--- src/verilog/core_pkg.sv ---
`default_nettype none

package core_pkg;

    localparam int addr_width     = 16;
    localparam int data_width     = 32;
    localparam int itag_width     = 2;
    localparam int dcr_addr_width = 4;
    localparam int dcr_data_width = 32;

    // Configuration register map
    localparam logic [dcr_addr_width-1:0] dcr_start_pc = 4'h1;
    localparam logic [dcr_addr_width-1:0] dcr_acc_init = 4'h2;
    localparam logic [dcr_addr_width-1:0] dcr_launch   = 4'h3;

    // Opcode lives in the top nibble of an instruction word
    typedef enum logic [3:0] {
        op_nop   = 4'h0,
        op_load  = 4'h1,
        op_add   = 4'h2,
        op_store = 4'h3,
        op_jump  = 4'h4,
        op_halt  = 4'hf
    } opcode_t;

    typedef enum logic [1:0] {
        st_idle,
        st_run,
        st_wait_mem,
        st_drain
    } ctrl_state_t;

    typedef struct packed {
        opcode_t                           opcode;
        logic [data_width-4-addr_width-1:0] pad;
        logic [addr_width-1:0]             operand;
    } instr_t;

    typedef struct packed {
        logic [dcr_addr_width-1:0] addr;
        logic [dcr_data_width-1:0] data;
    } dcr_write_t;

    typedef struct packed {
        logic [addr_width-1:0] addr;
        logic [itag_width-1:0] tag;
    } icache_req_t;

    typedef struct packed {
        logic [data_width-1:0] data;
        logic [itag_width-1:0] tag;
    } icache_rsp_t;

    // rw set means a write
    typedef struct packed {
        logic                  rw;
        logic [addr_width-1:0] addr;
        logic [data_width-1:0] data;
    } dcache_req_t;

    typedef struct packed {
        logic                  is_store;
        logic [addr_width-1:0] addr;
        logic [data_width-1:0] data;
    } lsu_op_t;

endpackage

`default_nettype wire

--- src/verilog/fetch_unit.sv ---
`timescale 1ns/1ps
`default_nettype none

module fetch_unit import core_pkg::*; (
    input  wire                   clk,
    input  wire                   arst_n,
    input  wire                   redirect,
    input  wire [addr_width-1:0]  redirect_pc,
    input  wire                   run,
    output logic                  req_valid,
    output icache_req_t           req,
    input  wire                   req_ready,
    input  wire                   rsp_valid,
    input  wire icache_rsp_t      rsp,
    output logic                  rsp_ready,
    output logic                  instr_valid,
    output instr_t                instr,
    input  wire                   instr_ready,
    output logic                  idle
);

    logic [addr_width-1:0] pc;
    logic [itag_width-1:0] epoch;
    logic [1:0]            inflight;
    logic                  req_valid_q;
    icache_req_t           req_q;
    instr_t                queue [2];
    logic                  wr_ptr;
    logic                  rd_ptr;
    logic [1:0]            count;

    logic                  req_fire;
    logic                  keep;
    logic                  pop;
    logic                  issue;
    logic [1:0]            count_eff;
    logic [addr_width-1:0] issue_addr;
    logic [itag_width-1:0] issue_tag;

    assign req_fire = req_valid_q && req_ready;

    // Responses from an older epoch only retire their outstanding slot
    assign keep = rsp_valid && !redirect && (rsp.tag == epoch);
    assign pop  = instr_valid && instr_ready;

    // A redirect empties the queue, so its space is free for the new stream
    assign count_eff  = redirect ? 2'd0 : count;
    assign issue      = run && !req_valid_q &&
                        (({1'b0, inflight} + {1'b0, count_eff}) < 3'd2);
    assign issue_addr = redirect ? redirect_pc : pc;
    assign issue_tag  = redirect ? epoch + itag_width'(1) : epoch;

    always_ff @(posedge clk or negedge arst_n) begin
        if (!arst_n) begin
            pc          <= '0;
            epoch       <= '0;
            inflight    <= '0;
            req_valid_q <= 1'b0;
            wr_ptr      <= 1'b0;
            rd_ptr      <= 1'b0;
            count       <= '0;
        end else begin
            if (redirect) begin
                epoch <= epoch + itag_width'(1);
            end
            if (issue) begin
                req_valid_q <= 1'b1;
                pc          <= issue_addr + addr_width'(1);
            end else begin
                if (req_fire) begin
                    req_valid_q <= 1'b0;
                end
                if (redirect) begin
                    pc <= redirect_pc;
                end
            end
            inflight <= inflight + {1'b0, req_fire} - {1'b0, rsp_valid};
            if (redirect) begin
                wr_ptr <= 1'b0;
                rd_ptr <= 1'b0;
                count  <= '0;
            end else begin
                if (keep) begin
                    wr_ptr <= ~wr_ptr;
                end
                if (pop) begin
                    rd_ptr <= ~rd_ptr;
                end
                count <= count + {1'b0, keep} - {1'b0, pop};
            end
        end
    end

    always_ff @(posedge clk) begin
        if (issue) begin
            req_q.addr <= issue_addr;
            req_q.tag  <= issue_tag;
        end
        if (keep) begin
            queue[wr_ptr] <= instr_t'(rsp.data);
        end
    end

    assign req_valid   = req_valid_q;
    assign req         = req_q;
    assign rsp_ready   = 1'b1;
    assign instr_valid = (count != 2'd0);
    assign instr       = queue[rd_ptr];
    assign idle        = (inflight == 2'd0) && !req_valid_q;

endmodule

`default_nettype wire

--- src/verilog/lsu.sv ---
`timescale 1ns/1ps
`default_nettype none

module lsu import core_pkg::*; (
    input  wire                   clk,
    input  wire                   arst_n,
    input  wire                   op_valid,
    input  wire lsu_op_t          op,
    output logic                  op_ready,
    output logic                  done_valid,
    output logic [data_width-1:0] load_data,
    output logic                  req_valid,
    output dcache_req_t           req,
    input  wire                   req_ready,
    input  wire                   rsp_valid,
    input  wire [data_width-1:0]  rsp_data,
    output logic                  rsp_ready
);

    logic    req_pending;
    logic    wait_rsp;
    lsu_op_t op_q;
    logic    req_fire;
    logic    rsp_fire;

    assign op_ready = !req_pending && !wait_rsp;
    assign req_fire = req_pending && req_ready;
    assign rsp_fire = rsp_valid && wait_rsp;

    always_ff @(posedge clk or negedge arst_n) begin
        if (!arst_n) begin
            req_pending <= 1'b0;
            wait_rsp    <= 1'b0;
        end else begin
            if (op_valid && op_ready) begin
                req_pending <= 1'b1;
            end else if (req_fire) begin
                req_pending <= 1'b0;
                // Loads stay busy until their data comes back
                wait_rsp    <= !op_q.is_store;
            end else if (rsp_fire) begin
                wait_rsp <= 1'b0;
            end
        end
    end

    always_ff @(posedge clk) begin
        if (op_valid && op_ready) begin
            op_q <= op;
        end
    end

    assign req_valid  = req_pending;
    assign req.rw     = op_q.is_store;
    assign req.addr   = op_q.addr;
    assign req.data   = op_q.data;
    assign rsp_ready  = 1'b1;

    // A store is finished once the memory takes it
    assign done_valid = (req_fire && op_q.is_store) || rsp_fire;
    assign load_data  = rsp_data;

endmodule

`default_nettype wire

--- src/verilog/core_ctrl.sv ---
`timescale 1ns/1ps
`default_nettype none

module core_ctrl import core_pkg::*; (
    input  wire                   clk,
    input  wire                   arst_n,
    input  wire                   dcr_valid,
    input  wire dcr_write_t       dcr,
    output logic                  fetch_redirect,
    output logic [addr_width-1:0] fetch_pc,
    output logic                  fetch_run,
    input  wire                   instr_valid,
    input  wire instr_t           instr,
    output logic                  instr_ready,
    input  wire                   fetch_idle,
    output logic                  lsu_op_valid,
    output lsu_op_t               lsu_op,
    input  wire                   lsu_op_ready,
    input  wire                   lsu_done,
    input  wire [data_width-1:0]  lsu_load_data,
    output logic                  busy
);

    logic [addr_width-1:0] start_pc;
    logic [data_width-1:0] acc_init;
    logic [data_width-1:0] acc;
    ctrl_state_t           state;
    opcode_t               pend_op;

    logic launch;
    logic exec_ok;
    logic accept;
    logic is_mem;

    assign launch = dcr_valid && (dcr.addr == dcr_launch);

    // While a redirect is in flight the queue head belongs to the old stream
    assign exec_ok = (state == st_run) && !fetch_redirect;
    assign is_mem  = instr.opcode inside {op_load, op_add, op_store};

    assign instr_ready     = exec_ok && lsu_op_ready;
    assign accept          = instr_valid && instr_ready;
    assign lsu_op_valid    = instr_valid && exec_ok && is_mem;
    assign lsu_op.is_store = (instr.opcode == op_store);
    assign lsu_op.addr     = instr.operand;
    assign lsu_op.data     = acc;

    assign fetch_run = (state == st_run) || (state == st_wait_mem);
    assign busy      = (state != st_idle);

    always_ff @(posedge clk or negedge arst_n) begin
        if (!arst_n) begin
            start_pc       <= '0;
            acc_init       <= '0;
            acc            <= '0;
            state          <= st_idle;
            pend_op        <= op_nop;
            fetch_redirect <= 1'b0;
            fetch_pc       <= '0;
        end else begin
            fetch_redirect <= 1'b0;
            if (dcr_valid && (dcr.addr == dcr_start_pc)) begin
                start_pc <= dcr.data[addr_width-1:0];
            end
            if (dcr_valid && (dcr.addr == dcr_acc_init)) begin
                acc_init <= dcr.data[data_width-1:0];
            end
            unique case (state)
                st_idle: begin
                    if (launch) begin
                        state          <= st_run;
                        acc            <= acc_init;
                        fetch_redirect <= 1'b1;
                        fetch_pc       <= start_pc;
                    end
                end
                st_run: begin
                    if (accept) begin
                        case (instr.opcode)
                            op_load, op_add, op_store: begin
                                pend_op <= instr.opcode;
                                state   <= st_wait_mem;
                            end
                            op_jump: begin
                                fetch_redirect <= 1'b1;
                                fetch_pc       <= instr.operand;
                            end
                            op_halt: state <= st_drain;
                            // NOP and unknown opcodes retire without effect
                            default: ;
                        endcase
                    end
                end
                st_wait_mem: begin
                    if (lsu_done) begin
                        if (pend_op == op_load) begin
                            acc <= lsu_load_data;
                        end else if (pend_op == op_add) begin
                            acc <= acc + lsu_load_data;
                        end
                        state <= st_run;
                    end
                end
                st_drain: begin
                    // Stale fetches must return before the core reports idle
                    if (fetch_idle && lsu_op_ready) begin
                        state <= st_idle;
                    end
                end
                default: state <= st_idle;
            endcase
        end
    end

endmodule

`default_nettype wire

--- src/verilog/core_top.sv ---
`timescale 1ns/1ps
`default_nettype none

module core_top import core_pkg::*; (
    input  wire                      clk,
    input  wire                      arst_n,

    input  wire                      dcr_write_valid,
    input  wire [dcr_addr_width-1:0] dcr_write_addr,
    input  wire [dcr_data_width-1:0] dcr_write_data,

    output logic                     icache_req_valid,
    output logic [addr_width-1:0]    icache_req_addr,
    output logic [itag_width-1:0]    icache_req_tag,
    input  wire                      icache_req_ready,

    input  wire                      icache_rsp_valid,
    input  wire [data_width-1:0]     icache_rsp_data,
    input  wire [itag_width-1:0]     icache_rsp_tag,
    output logic                     icache_rsp_ready,

    output logic                     dcache_req_valid,
    output logic                     dcache_req_rw,
    output logic [addr_width-1:0]    dcache_req_addr,
    output logic [data_width-1:0]    dcache_req_data,
    input  wire                      dcache_req_ready,

    input  wire                      dcache_rsp_valid,
    input  wire [data_width-1:0]     dcache_rsp_data,
    output logic                     dcache_rsp_ready,

    output logic                     busy
);

    dcr_write_t            dcr_write;
    icache_req_t           icache_req;
    icache_rsp_t           icache_rsp;
    dcache_req_t           dcache_req;

    logic                  fetch_redirect;
    logic [addr_width-1:0] fetch_pc;
    logic                  fetch_run;
    logic                  fetch_idle;
    logic                  instr_valid;
    instr_t                instr;
    logic                  instr_ready;
    logic                  lsu_op_valid;
    lsu_op_t               lsu_op;
    logic                  lsu_op_ready;
    logic                  lsu_done;
    logic [data_width-1:0] lsu_load_data;

    assign dcr_write.addr  = dcr_write_addr;
    assign dcr_write.data  = dcr_write_data;

    assign icache_req_addr = icache_req.addr;
    assign icache_req_tag  = icache_req.tag;
    assign icache_rsp.data = icache_rsp_data;
    assign icache_rsp.tag  = icache_rsp_tag;

    assign dcache_req_rw   = dcache_req.rw;
    assign dcache_req_addr = dcache_req.addr;
    assign dcache_req_data = dcache_req.data;

    fetch_unit i_fetch_unit (
        .clk         (clk),
        .arst_n      (arst_n),
        .redirect    (fetch_redirect),
        .redirect_pc (fetch_pc),
        .run         (fetch_run),
        .req_valid   (icache_req_valid),
        .req         (icache_req),
        .req_ready   (icache_req_ready),
        .rsp_valid   (icache_rsp_valid),
        .rsp         (icache_rsp),
        .rsp_ready   (icache_rsp_ready),
        .instr_valid (instr_valid),
        .instr       (instr),
        .instr_ready (instr_ready),
        .idle        (fetch_idle)
    );

    lsu i_lsu (
        .clk        (clk),
        .arst_n     (arst_n),
        .op_valid   (lsu_op_valid),
        .op         (lsu_op),
        .op_ready   (lsu_op_ready),
        .done_valid (lsu_done),
        .load_data  (lsu_load_data),
        .req_valid  (dcache_req_valid),
        .req        (dcache_req),
        .req_ready  (dcache_req_ready),
        .rsp_valid  (dcache_rsp_valid),
        .rsp_data   (dcache_rsp_data),
        .rsp_ready  (dcache_rsp_ready)
    );

    core_ctrl i_core_ctrl (
        .clk            (clk),
        .arst_n         (arst_n),
        .dcr_valid      (dcr_write_valid),
        .dcr            (dcr_write),
        .fetch_redirect (fetch_redirect),
        .fetch_pc       (fetch_pc),
        .fetch_run      (fetch_run),
        .instr_valid    (instr_valid),
        .instr          (instr),
        .instr_ready    (instr_ready),
        .fetch_idle     (fetch_idle),
        .lsu_op_valid   (lsu_op_valid),
        .lsu_op         (lsu_op),
        .lsu_op_ready   (lsu_op_ready),
        .lsu_done       (lsu_done),
        .lsu_load_data  (lsu_load_data),
        .busy           (busy)
    );

endmodule

`default_nettype wire

--- config.mk ---
export PLATFORM = sky130hd
export DESIGN_NAME = core_top
export DESIGN_NICKNAME = d
export VERILOG_FILES = /design/src/verilog/core_pkg.sv /design/src/verilog/fetch_unit.sv /design/src/verilog/lsu.sv /design/src/verilog/core_ctrl.sv /design/src/verilog/core_top.sv
export SDC_FILE = /design/constraint.sdc
export NUM_CORES = 1
export LEC_CHECK = 0
export BUFFER_PORTS_ARGS = -buffer_cell sky130_fd_sc_hd__buf_2
export CAP_MARGIN = 5
export CORE_ASPECT_RATIO = 1.2
export CORE_MARGIN = 5
export CORE_UTILIZATION = 25
export DETAILED_ROUTE_END_ITERATION = 16
export SYNTH_ARGS = -nofsm -noshare
export SYNTH_HDL_FRONTEND = slang
export SYNTH_SLANG_ARGS = --single-unit
--- constraint.sdc ---
create_clock -name clk -period 9.31 [get_ports clk]
set_input_delay 0.4655 -clock clk [delete_from_list [all_inputs] [get_ports clk]]
set_output_delay 0.4655 -clock clk [all_outputs]
set_load 0.1 [all_outputs]
**Yosys cells after proc, flatten, opt, wreduce, memory -nomap -nowiden**

Memory sizes are Yosys's and may differ from the RTL's.
Index checks and enable logic that the tools add are counted.

- Bits in writable memories: 64
- Output and inout port bits: 72
- Bits of input ports: 109
- Flip-flop bits (word level): 197
- Logic and storage cells: 136
- Memories: 1

- Mux-type cells: 36
- Eq/ne operators: 21
- Magnitude comparators: 1
- Reductions and logical operators: 45
- $add $sub $neg: 8
- Bitwise operators: 3

Memories:

| name | depth | bits a word | read ports | clocked after memory_dff | wr ports | RTL line | RTL |
|---|---|---|---|---|---|---|---|
| i_fetch_unit.queue | 2 | 32 | 1 | 0 | 1 | fetch_unit.sv:27 | `instr_t queue [2];` |

Operators with widths:

| kind | count |
|---|---|
| $mux W32 | 4 |
| $mux W16 | 5 |
| $pmux W32 S2 | 1 |
| $add A32 B32 Y32 | 1 |
| $pmux W16 S2 | 1 |
| $eq A4 B2 Y1 const B | 5 |
| $logic_and A1 B1 Y1 | 20 |
| $reduce_bool A2 Y1 | 9 |
| $add A16 B1 Y16 const B | 1 |
| $mux W1 | 15 |
| $mux W2 | 7 |
| $eq A4 B1 Y1 const B | 3 |
| $pmux W2 S4 | 1 |
| $reduce_and A4 Y1 | 2 |
| $ne A2 B1 Y1 const B | 3 |
| $ne A3 B3 Y1 const B | 2 |
| $logic_not A1 Y1 | 5 |
| $reduce_and A5 Y1 | 1 |
| $add A2 B1 Y2 | 2 |
| $eq A2 B2 Y1 const B | 2 |
| $eq A4 B3 Y1 const B | 1 |
| $eq A4 B4 Y1 const B | 1 |
| $logic_not A2 Y1 | 2 |
| $ne A2 B2 Y1 const B | 2 |
| other kinds (14) | 18 |

**Depth between registers and ports, before layout**

Gate-level depths: netlist (run 1).

- Depth in word-level cells: 7
- Gate-level depth with buffers: 15
- Mapped depth without buffers: 13

**Hierarchy**

A second synthesis (run 1) with hierarchy kept.

- Cell total of the unflattened synthesis: 1081
- Area, all modules: 12894.9 µm²

By module, submodules not included:

| module | cells each | instances | area each (µm²) | sequential area each (µm²) |
|---|---|---|---|---|
| core_ctrl | 723 | 1 | 6667.6 | 2577.5 |
| fetch_unit | 265 | 1 | 4393.0 | 3088.0 |
| lsu | 93 | 1 | 1834.3 | 1521.5 |

**Worst setup path before layout (run 1)**

Ideal clock, no wire load.

- Path type: register to register
- Start point: register i_core_ctrl.fetch_redirect
- End point: register i_fetch_unit.pc[14]
- Setup slack: 5581 ps
- Buffers on the path: 3
- Required time: 9187 ps
- Clock period less this slack: 3729 ps
- Setup time: 123 ps
- Stages on the path, launching flop included: 16
- Arrival time: 3606 ps
- Path through: dfrtp_1 -> buf_2 -> buf_1 -> clkbuf_1 -> nor2b_1 -> fa_1 -> nor2_1 -> nand3_1 -> inv_1 -> and3_1 -> nand3_1 -> nor3_1 -> and3_1 -> and2_1 -> nand3_1 -> xnor2_1

- Longest elaborated chain between the ends: 5
- Elaborated cells on any way between the ends: 7
- Classes of those cells: add/sub: 2; order compare: 1; mux: 3; reduce/logical: 1

Ends and longest elaborated chain:

| element | RTL line | RTL |
|---|---|---|
| start, declared | core_ctrl.sv:9 | `output logic fetch_redirect,` |
| start signal, assigned | core_ctrl.sv:58 | `fetch_redirect <= 1'b0;` |
| start signal, assigned | core_ctrl.sv:61 | `fetch_redirect <= 1'b0;` |
| start signal, assigned | core_ctrl.sv:73 | `fetch_redirect <= 1'b1;` |
| $mux W2 | fetch_unit.sv:47 | `assign count_eff = redirect ? 2'd0 : count;` |
| $add A2 B2 Y3 | fetch_unit.sv:49 | `(({1'b0, inflight} + {1'b0, count_eff}) < 3'd2);` |
| $lt A3 B2 Y1 | fetch_unit.sv:49 |  |
| $logic_and A1 B1 Y1 | fetch_unit.sv:48 | `assign issue = run && !req_valid_q &&` |
| net i_fetch_unit.issue | fetch_unit.sv:35 | `logic issue;` |
| $mux W16 | fetch_unit.sv:66 | `if (issue) begin` |
| end signal, assigned | fetch_unit.sv:68 | `pc <= issue_addr + addr_width'(1);` |
| end signal, assigned | fetch_unit.sv:74 | `pc <= redirect_pc;` |
| end, declared | fetch_unit.sv:22 | `logic [addr_width-1:0] pc;` |

The timed path passes the listed nets, and every way through them passes these cells.
A chain may end at the register's enable or synchronous reset.

**Final worst setup path (run 1)**

- Start point: register i_core_ctrl.fetch_redirect
- End point: register i_fetch_unit.pc[15]

Same word-level chain as after synthesis.

==> results of run 1 <==
-- sequential cells by signal, indices dropped and copies added, names as in the netlist, 16 cells and up --
name                  count
i_fetch_unit.req         18
i_core_ctrl.fetch_pc     16
i_fetch_unit.queue       40
i_core_ctrl.acc          32
i_lsu.req                49
i_fetch_unit.pc          16
i_core_ctrl.start_pc     16
i_core_ctrl.acc_init     32
-- how the worst min path moves through the flow --
| stage | to | slack, ps | depth (start not counted) |
|---|---|---|---|
| CTS | i_fetch_unit.queue[0][12] | 50 | 1 |
| finish | i_fetch_unit.queue[0][12] | 90 | 1 |
| detailed placement | i_lsu.req[22] | 470 | 0 |
| floorplan | i_core_ctrl.acc[0] | 170 | 0 |
| global placement | i_lsu.req[4] | 470 | 0 |
| global route | i_fetch_unit.queue[0][5] | 70 | 1 |
-- metal layers --
metal | global-route usage (%) | up-vias | wire length (um)
met3 | 2.66 | 48 | 1530
li1 | - | 3682 | -
met5 | 0 | - | 40
met4 | 2.90 | 4 | 719
met2 | 21.2 | 195 | 14800
met1 | 15.2 | 3669 | 13000
-- Yosys cell counts (3+ instances only) --
cell,count,area [um^2]
nor3_1,11,55.1
nand4_1,7,43.8
and2_1,10,62.6
inv_1,32,120
a21oi_1,40,200
o211ai_1,22,165
mux2_2,72,811
a22o_1,3,26.3
nor3b_1,4,30.0
or2_2,3,18.8
buf_1,3,11.3
ha_1,40,500
nand3b_1,3,22.5
nor2b_1,8,50.1
edfxtp_1,107,3210
nand2_1,101,379
o21bai_1,5,37.5
and3_1,4,25.0
a211oi_1,3,22.5
clkbuf_1,28,105
xor2_1,16,140
nand2b_1,5,31.3
o21ai_1,4,20.0
a21o_1,12,90.1
mux2i_1,31,310
o21ai_0,80,400
a221o_1,3,30.0
a31oi_1,3,18.8
nand3_1,18,90.1
dfrtp_1,130,3250
nor2_1,37,139
xnor2_1,35,307
-- layout make-up --
class | instances | share of cell area (%)
sequential | 237 | 47.8
multi-input combinational | 615 | 32.3
clock inverter | 12 | 1.04
clock buffer | 42 | 5.94
timing repair buffer | 178 | 6.87
tap | 559 | 5.17
inverter | 33 | 0.915
-- where the power goes --
group          leakage, nW  internal (mW)  total, mW  switching (mW)
combinational         2.62          0.592       2.00            1.40
clock                0.454          0.659       1.10           0.444
sequential            2.62           1.46       1.64           0.176
total                 5.69           2.72       4.74            2.02
-- stage by stage --
step	setup slack [ps]	hold WS, ps
2_1_floorplan	5580	170
3_3_place_gp	5610	468
3_5_place_dp	5550	474
4_1_cts	5530	48.8
5_1_grt	5190	67.6
6_report	5570	88.9
-- cells by family (layout without fill, tap and decap cells) --
group	after synthesis	in the layout	synth area share [%]
flip-flops	237	237	58.4
AND/OR/NAND/NOR	219	219	9.12
AO/OA/AOI/OAI	198	198	11.1
multiplexers	103	103	10.1
buffers and inverters	68	265	2.39
XOR/XNOR	51	51	4.03
adder cells (fa/ha/maj)	42	42	4.88
other	1	2	0.0338
==> results.py, run 1 <==
metrics = {
    "worst_setup_path": {
        "worst_r2r_path_depth": 13,
        "slowest_delay_ps": 650,
        "cp.arrival_ps": 4190,
        "crit_cells": 13,
        "path_cells": "buf_4 -> nor3_1 -> fa_1 -> nor2_1 -> nand3_1 -> inv_1 -> and3_1 -> nand3_1 -> nor3_1 -> and3_1 -> and2_1 -> nand4_1 -> xnor2_1",
        "cpMaxStageDelayCell": "inv_1",
        "worstSetupStartpoint": "i_core_ctrl.fetch_redirect",
        "reg2reg_setup_slack_ps": 5570,
        "r2r_start": "i_core_ctrl.fetch_redirect",
        "crit_path_end": "i_fetch_unit.pc[15]",
        "path_delay_family": "simple AND/OR/NAND/NOR gates",
        "required_ps": 9760,
        "crit_fanout": 28,
        "critPathKind": "reg -> reg",
        "cp-start-kind": "register",
        "crit_path_end_kind": "register",
        "reg2reg_to": "i_fetch_unit.pc[15]",
        "cp_num_buf_inv": 2,
    },
    "hold_path": {
        "worstHoldPathType": "in -> reg",
        "min_from": "icache_rsp_data[12]",
    },
    "cts": {
        "hold_buffers": 1,
        "cts_setup_buffers": 0,
        "clk_latency_ps": 570,
        "post_cts_resized": 0,
        "cts-root-buf": "clkbuf_16",
        "cts_made_buffers": 29,
        "cts_tree": "yes",
        "max-clock-path-buffers": 3,
        "clk_pin_slew_ps": 60,
        "h-tree-depth": 1,
        "clock_sink_count": 237,
    },
    "layout": {
        "layout_commonest_cell": "buf_2",
        "final_core_util_pct": 30.9,
        "drive_above_1_share_pct": 27.5,
        "multi_input_area_mm2": 0.00437,
        "instances_no_fill": 1676,
        "mostFrequentLayoutCells": "buf_2 (165), dfrtp_1 (130), edfxtp_1 (107)",
        "fillers": 4421,
        "area_delta_synth_final_pct": 22.2,
        "fin_nets": 1245,
        "diodes": 0,
        "postLayoutCellArea_mm2": 0.0135,
        "regArea_mm2": 0.00647,
    },
    "global_route": {
        "overflow": 0,
        "antenna_found_initial": 2,
        "grt_max_degree": 72,
        "grt_pass1_vias": 7779,
        "grt_pass1_wl_um": 45700,
        "grt_usage_pct": 12.1,
    },
    "run_status": {
        "status": "complete, no violations",
    },
    "die": {
        "core-area_mm2": 0.0438,
        "fp.dieArea_mm2": 0.0486,
        "die_x_um": 202,
        "pin_count": 181,
        "rows": 84,
        "start_util_pct": 25.3,
        "die-height_um": 241,
    },
    "place": {
        "place_congestion": 0.788,
        "dp.cells": 1621,
        "postPlaceCellArea_mm2": 0.0126,
        "dp_hpwl_um": 21900,
        "port_buffers": 166,
    },
    "pwr": {
        "p_leak_nw": 5.69,
        "power_density_mw_per_mm2": 350,
        "p_total_mw": 4.74,
        "ir_drop_v": 0.000226,
    },
    "sta": {
        "rsz0062_at_grt": "no",
        "max_slew_margin_pct": 26.9,
        "fmax_mhz": 267,
        "finalSetupTns_ps": 0,
        "fin_crit_sh_pct": 40.2,
        "tightest_slew_ps": 1100,
        "period_needed_ps": 3740,
        "drv_slew": 0,
        "final-setup-viol-count": 0,
        "finClkSkew_ps": 15.1,
        "hold_viol": 0,
    },
    "synth": {
        "synth_edf_count": 107,
        "synth_cell_types": 63,
        "syn_area_mm2": 0.0111,
        "ys_seq_area_share_pct": 58.4,
        "synthArstFlopShare_pct": 54.9,
        "yosysWarningCount": 0,
        "avgSynthCellArea_um2": 12.1,
        "ys_ff_latch": 237,
        "yosys_most_used_dff": "dfrtp_1",
        "syn_inst": 919,
    },
    "drt": {
        "vias_per_cell": 4.53,
        "dr.pass1.iters": 4,
        "drt-total-wl_um": 30100,
        "num_vias": 7598,
        "drc_errors": 0,
        "drt_iter0_markers": 431,
        "avgRoutedWirePerCell_um": 18.0,
        "ant_nets": 0,
    },
    "flow_run": {
        "maxCapViolations": 0,
    },
}
Note: power is estimated with default switching activity, not from simulation.
==> run 2: changes to the inputs <==
ABC_AREA = 1   (was unset)
clock period = 3.5 ns   (was 9.31 ns; I/O delays follow)
==> results.py, run 2 <==
metrics = {
    "cts": {
        "max-clock-path-buffers": 3,
        "cts_tree": "yes",
        "h-tree-depth": 1,
        "clk_pin_slew_ps": 60,
        "cts-root-buf": "clkbuf_16",
        "clk_latency_ps": 570,
        "clock_sink_count": 237,
        "cts_made_buffers": 27,
    },
    "flow_run": {
        "maxCapViolations": 0,
    },
    "worst_setup_path": {
        "cp-start-kind": "input port",
        "path_cells": "dlygate4sd3_1 -> buf_2 -> nor2_1 -> dlygate4sd3_1 -> nand4_1 -> nand2_1 -> inv_1 -> nor2_1 -> o211ai_1 -> buf_4 -> clkinv_1 -> buf_4 -> nor2_1 -> a31oi_1",
        "cp.arrival_ps": 3190,
        "worstSetupStartpoint": "dcr_write_addr[2]",
        "crit_path_end_kind": "register",
        "crit_fanout": 35,
        "reg2reg_setup_slack_ps": 800,
        "slowest_delay_ps": 590,
        "required_ps": 3980,
        "cpMaxStageDelayCell": "dlygate4sd3_1",
        "timing.critical_path.mode_cell": "nor2_1",
        "r2r_start": "i_core_ctrl.fetch_redirect",
        "crit_path_end": "i_core_ctrl.acc[1]",
        "reg2reg_to": "i_fetch_unit.pc[10]",
        "critPathKind": "in -> reg",
        "worst_r2r_path_depth": 11,
    },
    "synth": {
        "netlist_top_cells_area": "dfrtp_1 (27%), edfxtp_1 (26%), nand2_1 (12%), inv_1 (5.8%), ha_1 (4.1%)",
        "syn_inst": 1386,
        "synthArstFlopShare_pct": 54.9,
        "yosysTopAreaCell": "dfrtp_1",
        "ys_seq_area_share_pct": 52.9,
        "yosys_most_used_dff": "dfrtp_1",
        "yosys.area.top_type_share_pct": 26.6,
        "synth_cell_types": 45,
        "yosysMostFrequentCell": "nand2_1",
        "avgSynthCellArea_um2": 8.82,
        "ys_ff_latch": 237,
        "synth_edf_count": 107,
        "syn_area_mm2": 0.0122,
        "yosysWarningCount": 0,
        "synthTopCellsByCount": "nand2_1 (379), inv_1 (189), dfrtp_1 (130)",
    },
    "pwr": {
        "p_leak_nw": 7.27,
        "seq_power_share_pct": 30.8,
        "power_density_mw_per_mm2": 925,
        "ir_drop_v": 0.000566,
        "p_sw_share_pct": 47.2,
        "p_int_mw": 7.59,
        "power.clock.fraction_pct": 20.0,
        "comb_power_share_pct": 49.2,
        "switchingPower_mw": 6.78,
    },
    "global_route": {
        "met2_usage_pct": 25.3,
        "grt_max_degree": 87,
        "grtUsageMet3_pct": 1.91,
        "grt_usage_pct": 13.5,
        "grt_pass1_wl_um": 56500,
        "grt_use_met1_pct": 16.0,
        "grt_pass1_vias": 10200,
        "overflow": 0,
        "antenna_found_initial": 0,
        "busiest_layer": "met2",
    },
    "sta": {
        "fmax_mhz": 369,
        "hold_viol": 0,
        "fin_crit_sh_pct": 77.4,
        "max_slew_margin_pct": 50.5,
        "finalSetupTns_ps": 0,
        "period_needed_ps": 2710,
        "drv_slew": 0,
        "finClkSkew_ps": 22.9,
        "tightest_slew_ps": 742,
        "rsz0062_at_grt": "no",
        "final-setup-viol-count": 0,
    },
    "drt": {
        "avgRoutedWirePerCell_um": 16.1,
        "drc_errors": 0,
        "vias_per_cell": 4.38,
        "drt-total-wl_um": 36800,
        "num_vias": 10000,
        "ant_nets": 0,
        "dr.pass1.iters": 5,
        "drt_iter0_markers": 525,
    },
    "layout": {
        "diodes": 0,
        "layout_commonest_cell": "nand2_1",
        "area_delta_synth_final_pct": 27.0,
        "fin_nets": 1790,
        "final_core_util_pct": 32.2,
        "instances_no_fill": 2290,
        "largest_reg_flops": 49,
        "fillers": 5021,
        "drive_above_1_share_pct": 17.0,
        "regArea_mm2": 0.00647,
        "multi_input_area_mm2": 0.00481,
        "mostFrequentLayoutCells": "nand2_1 (379), inv_1 (189), buf_2 (165)",
    },
    "place": {
        "dp_hpwl_um": 28000,
        "dp.cells": 2164,
        "place_congestion": 0.914,
        "port_buffers": 166,
    },
    "run_status": {
        "status": "complete, no violations",
    },
    "die": {
        "fp.dieArea_mm2": 0.0534,
        "core-area_mm2": 0.0482,
        "start_util_pct": 25.3,
        "pin_count": 181,
        "die-height_um": 252,
        "die_x_um": 212,
        "rows": 88,
    },
    "hold_path": {
        "worstHoldPathType": "in -> reg",
    },
}
-- run 2: stage by stage --
| stage | total power, mW | hold slack (ps) | instance area (um^2) | setup slack, ps |
|---|---|---|---|---|
| floorplan | 9.66 | -121 | 12200 | 189 |
| finish | 14.4 | 39.1 | 15500 | 790 |
| CTS | 14.6 | 2.25 | 15500 | 782 |
| global route | 15.5 | 48.4 | 15500 | 574 |
| global placement | 11.5 | 239 | 13900 | 831 |
| detailed placement | 11.6 | 247 | 13900 | 793 |
-- run 2: area by class of cell --
| cell class | instances | share of cell area [%] |
|---|---|---|
| Timing Repair Buffer | 266 | 11.7 |
| Clock inverter | 13 | 1.06 |
| Inverter | 195 | 4.71 |
| Sequential cell | 237 | 41.6 |
| Multi-Input combinational cell | 912 | 31.0 |
| Tap cell | 630 | 5.08 |
| Clock buffer | 37 | 4.79 |
-- run 2: layer usage --
| metal | share of wire, % | up-vias |
|---|---|---|
| li1 | - | 5048 |
| met1 | 40 | 4676 |
| met2 | 52 | 240 |
| met3 | 4.9 | 55 |
| met4 | 2.7 | 0 |
| met5 | 0 | - |
-- run 2: critical path, delay by kind of cell --
kind | cells | cell delay (ps)
AOI/OAI and AO/OA | 2 | 400
buffers and inverters | 7 | 2000
and+or+nand+nor | 5 | 610
-- run 2: worst min-delay path by stage --
stage | slack, ps | cells past startpoint | startpoint | to
floorplan | -120 | 0 | arst_n | i_core_ctrl.acc[0]
global placement | 240 | 1 | arst_n | i_fetch_unit.epoch[0]
detailed placement | 250 | 1 | arst_n | i_fetch_unit.epoch[0]
CTS | 2 | 4 | dcache_rsp_data[20] | i_core_ctrl.acc[20]
global route | 50 | 4 | dcache_rsp_data[12] | i_core_ctrl.acc[12]
finish | 40 | 4 | dcache_rsp_data[20] | i_core_ctrl.acc[20]
-- run 2: cell families after synthesis --
family,share of synthesized area [%]
adder cells (fa/ha/maj),4.42
other,0.0307
AO/OA/AOI/OAI,11.4
XOR/XNOR,2.29
AND/OR/NAND/NOR,19.6
flip-flops,52.9
multiplexers,1.47
buffers and inverters,7.88
-- run 2: what timing repair did --
action,CTS,global route
hold endpoints to repair,152,0
hold buffers,76,0
buffers inserted,0,0
gates resized for setup,0,0
-- run 2: power groups by stage --
| stage | clock (mW) | combinational (mW) | sequential [mW] |
|---|---|---|---|
| 2_1_floorplan | 0 | 4.03 | 5.62 |
| 3_3_place_gp | 0 | 6.99 | 4.46 |
| 3_5_place_dp | 0 | 7.08 | 4.48 |
| 4_1_cts | 2.97 | 7.17 | 4.44 |
| 5_1_grt | 3.07 | 7.87 | 4.52 |
| 6_report | 2.87 | 7.08 | 4.42 |
==> run 3: changes to the inputs <==
clock period = 2.8 ns   (was 3.5 ns; I/O delays follow)
==> results.py, run 3 (same netlist as run 2, synthesis figures left out) <==
metrics = {
    "pwr": {
        "power.clock.fraction_pct": 19.4,
        "switchingPower_mw": 8.41,
        "p_int_mw": 9.40,
        "p_total_mw": 17.8,
        "seq_power_share_pct": 30.9,
        "p_sw_share_pct": 47.2,
        "power_density_mw_per_mm2": 1150,
        "ir_drop_v": 0.000612,
        "comb_power_share_pct": 49.8,
        "p_leak_nw": 7.21,
    },
    "global_route": {
        "antenna_found_initial": 0,
        "grt_pass1_vias": 10300,
        "grt_pass1_wl_um": 57300,
        "grt_max_degree": 57,
        "grt_usage_pct": 13.6,
        "overflow": 0,
    },
    "sta": {
        "final-setup-viol-count": 0,
        "finClkSkew_ps": 33.4,
        "fin_crit_sh_pct": 93.9,
        "hold_viol": 0,
        "fmax_mhz": 380,
        "finalSetupTns_ps": 0,
        "rsz0062_at_grt": "no",
        "drv_slew": 0,
        "tightest_slew_ps": 709,
        "period_needed_ps": 2630,
        "max_slew_margin_pct": 52.7,
    },
    "place": {
        "place_congestion": 0.860,
        "dp_hpwl_um": 27700,
        "port_buffers": 166,
    },
    "worst_setup_path": {
        "path_cells": "dlygate4sd3_1 -> buf_2 -> nor2_1 -> dlygate4sd3_1 -> nand4_1 -> nand2_1 -> inv_1 -> nor2_1 -> o211ai_1 -> clkinv_1 -> buf_12 -> nor2_1 -> a21oi_1",
        "crit_path_end_kind": "register",
        "cpMaxStageDelayCell": "clkinv_1",
        "cp.arrival_ps": 3070,
        "slowest_delay_ps": 580,
        "crit_fanout": 22,
        "timing.critical_path.mode_cell": "nor2_1",
        "critPathKind": "in -> reg",
        "cp-start-kind": "input port",
        "required_ps": 3240,
        "path_delay_family": "buffers and inverters",
        "cp_num_buf_inv": 6,
    },
    "drt": {
        "dr_wl_met2_um": 19500,
        "drt-total-wl_um": 36900,
        "dr_wl_met3_um": 1720,
        "dr.pass1.iters": 5,
        "wl_met1_um": 14800,
        "vias_per_cell": 4.37,
        "drt_iter0_markers": 495,
        "num_vias": 9977,
        "ant_nets": 0,
        "avgRoutedWirePerCell_um": 16.2,
        "top_layer": "met4",
        "drc_errors": 0,
    },
    "die": {
        "pin_count": 181,
        "start_util_pct": 25.3,
        "die-height_um": 252,
        "die_x_um": 212,
        "core-area_mm2": 0.0482,
        "fp.dieArea_mm2": 0.0534,
        "rows": 88,
    },
    "cts": {
        "clock_sink_count": 237,
        "cts_tree": "yes",
        "cts-root-buf": "clkbuf_16",
        "clk_latency_ps": 560,
        "clk_pin_slew_ps": 60,
        "cts_setup_buffers": 0,
        "h-tree-depth": 1,
        "max-clock-path-buffers": 3,
        "cts_made_buffers": 26,
        "post_cts_resized": 0,
    },
    "layout": {
        "area_delta_synth_final_pct": 26.4,
        "fin_nets": 1785,
        "fillers": 5062,
        "drive_above_1_share_pct": 16.2,
        "diodes": 0,
        "largest_reg_flops": 49,
        "mostFrequentLayoutCells": "nand2_1 (379), inv_1 (189), buf_2 (165)",
        "layout_commonest_cell": "nand2_1",
    },
    "hold_path": {
        "worstHoldPathType": "in -> reg",
    },
    "flow_run": {
        "maxCapViolations": 0,
    },
    "run_status": {
        "status": "complete, no violations",
    },
}
==> run 3: cell types whose count changed in the layout (fill, tap and decap cells not counted), sizes merged <==
cell,change
buf,-7
clkbuf,+4
inv,-4
dlygate4sd3,+3
clkinv,-1
clkinvlp,-1
==> run 3: worst paths after layout <==
path / slack [ps] / cells after the start / startpoint / end
max: 170 / 13 / dcr_write_addr[2] / i_core_ctrl.acc[12]
min: 20 / 5 / icache_rsp_valid / i_fetch_unit.wr_ptr
max reg2reg: 330 / 10 / i_core_ctrl.state[0] / i_core_ctrl.acc[12]
min reg2reg: 480 / 2 / i_core_ctrl.pend_op[2] / i_core_ctrl.pend_op[2]
max in group asynchronous: 1600 / 3 / arst_n / i_core_ctrl.acc_init[31]
min in group asynchronous: 190 / 2 / arst_n / i_lsu.wait_rsp
==> run 3: cell type report <==
class	instances	area, um^2	share of cell area (%)
clock buffers	41	748	4.84
clock inverters	7	116	0.753
inverters	195	732	4.74
multi-input cells	912	4810	31.1
flip-flops and latches	237	6470	41.8
well taps	630	788	5.10
repair buffers	262	1790	11.6
==> run 3: per-layer routing <==
metal | vias to the layer above | track usage [%]
met5 | - | 0
met4 | 0 | 3.35
met3 | 47 | 1.69
met2 | 239 | 25.7
met1 | 4665 | 16.4
li1 | 5026 | -
==> run 3: repair_timing <==
| item | 4_1_cts | 5_1_grt |
|---|---|---|
| hold endpoints to repair | 161 | 0 |
| setup endpoints to repair | 0 | 0 |
| hold buffers | 79 | 0 |
==> run 3: tightest hold or removal path, cell delays in order <==
cell	delay (ps)
buf_2	110
inv_1	40
nor4_1	70
inv_1	100
o21ai_0	80
==> run 3: power groups by stage <==
| stage | combinational [mW] | clock (mW) | sequential, mW |
|---|---|---|---|
| after global placement | 8.76 | 0 | 5.55 |
| after floorplan | 5.05 | 0 | 7.03 |
| after detailed placement | 8.86 | 0 | 5.58 |
| final | 8.86 | 3.45 | 5.50 |
| after CTS | 9.00 | 3.55 | 5.52 |
| after global routing | 9.83 | 3.72 | 5.62 |
==> run 3: metrics by stage <==
stage | hold WS (ps) | setup slack, ps | util (%) | cells | cell area (um^2)
4_1_cts | 2.37 | 234 | 32.0 | 2284 | 15500
6_report | 22.1 | 171 | 32.0 | 2284 | 15500
5_1_grt | 29.3 | 3.25 | 32.0 | 2284 | 15500
2_1_floorplan | -156 | 46.1 | - | 1387 | 12200
3_5_place_dp | 241 | 323 | 28.6 | 2157 | 13800
3_3_place_gp | 230 | 365 | 28.6 | 2157 | 13800
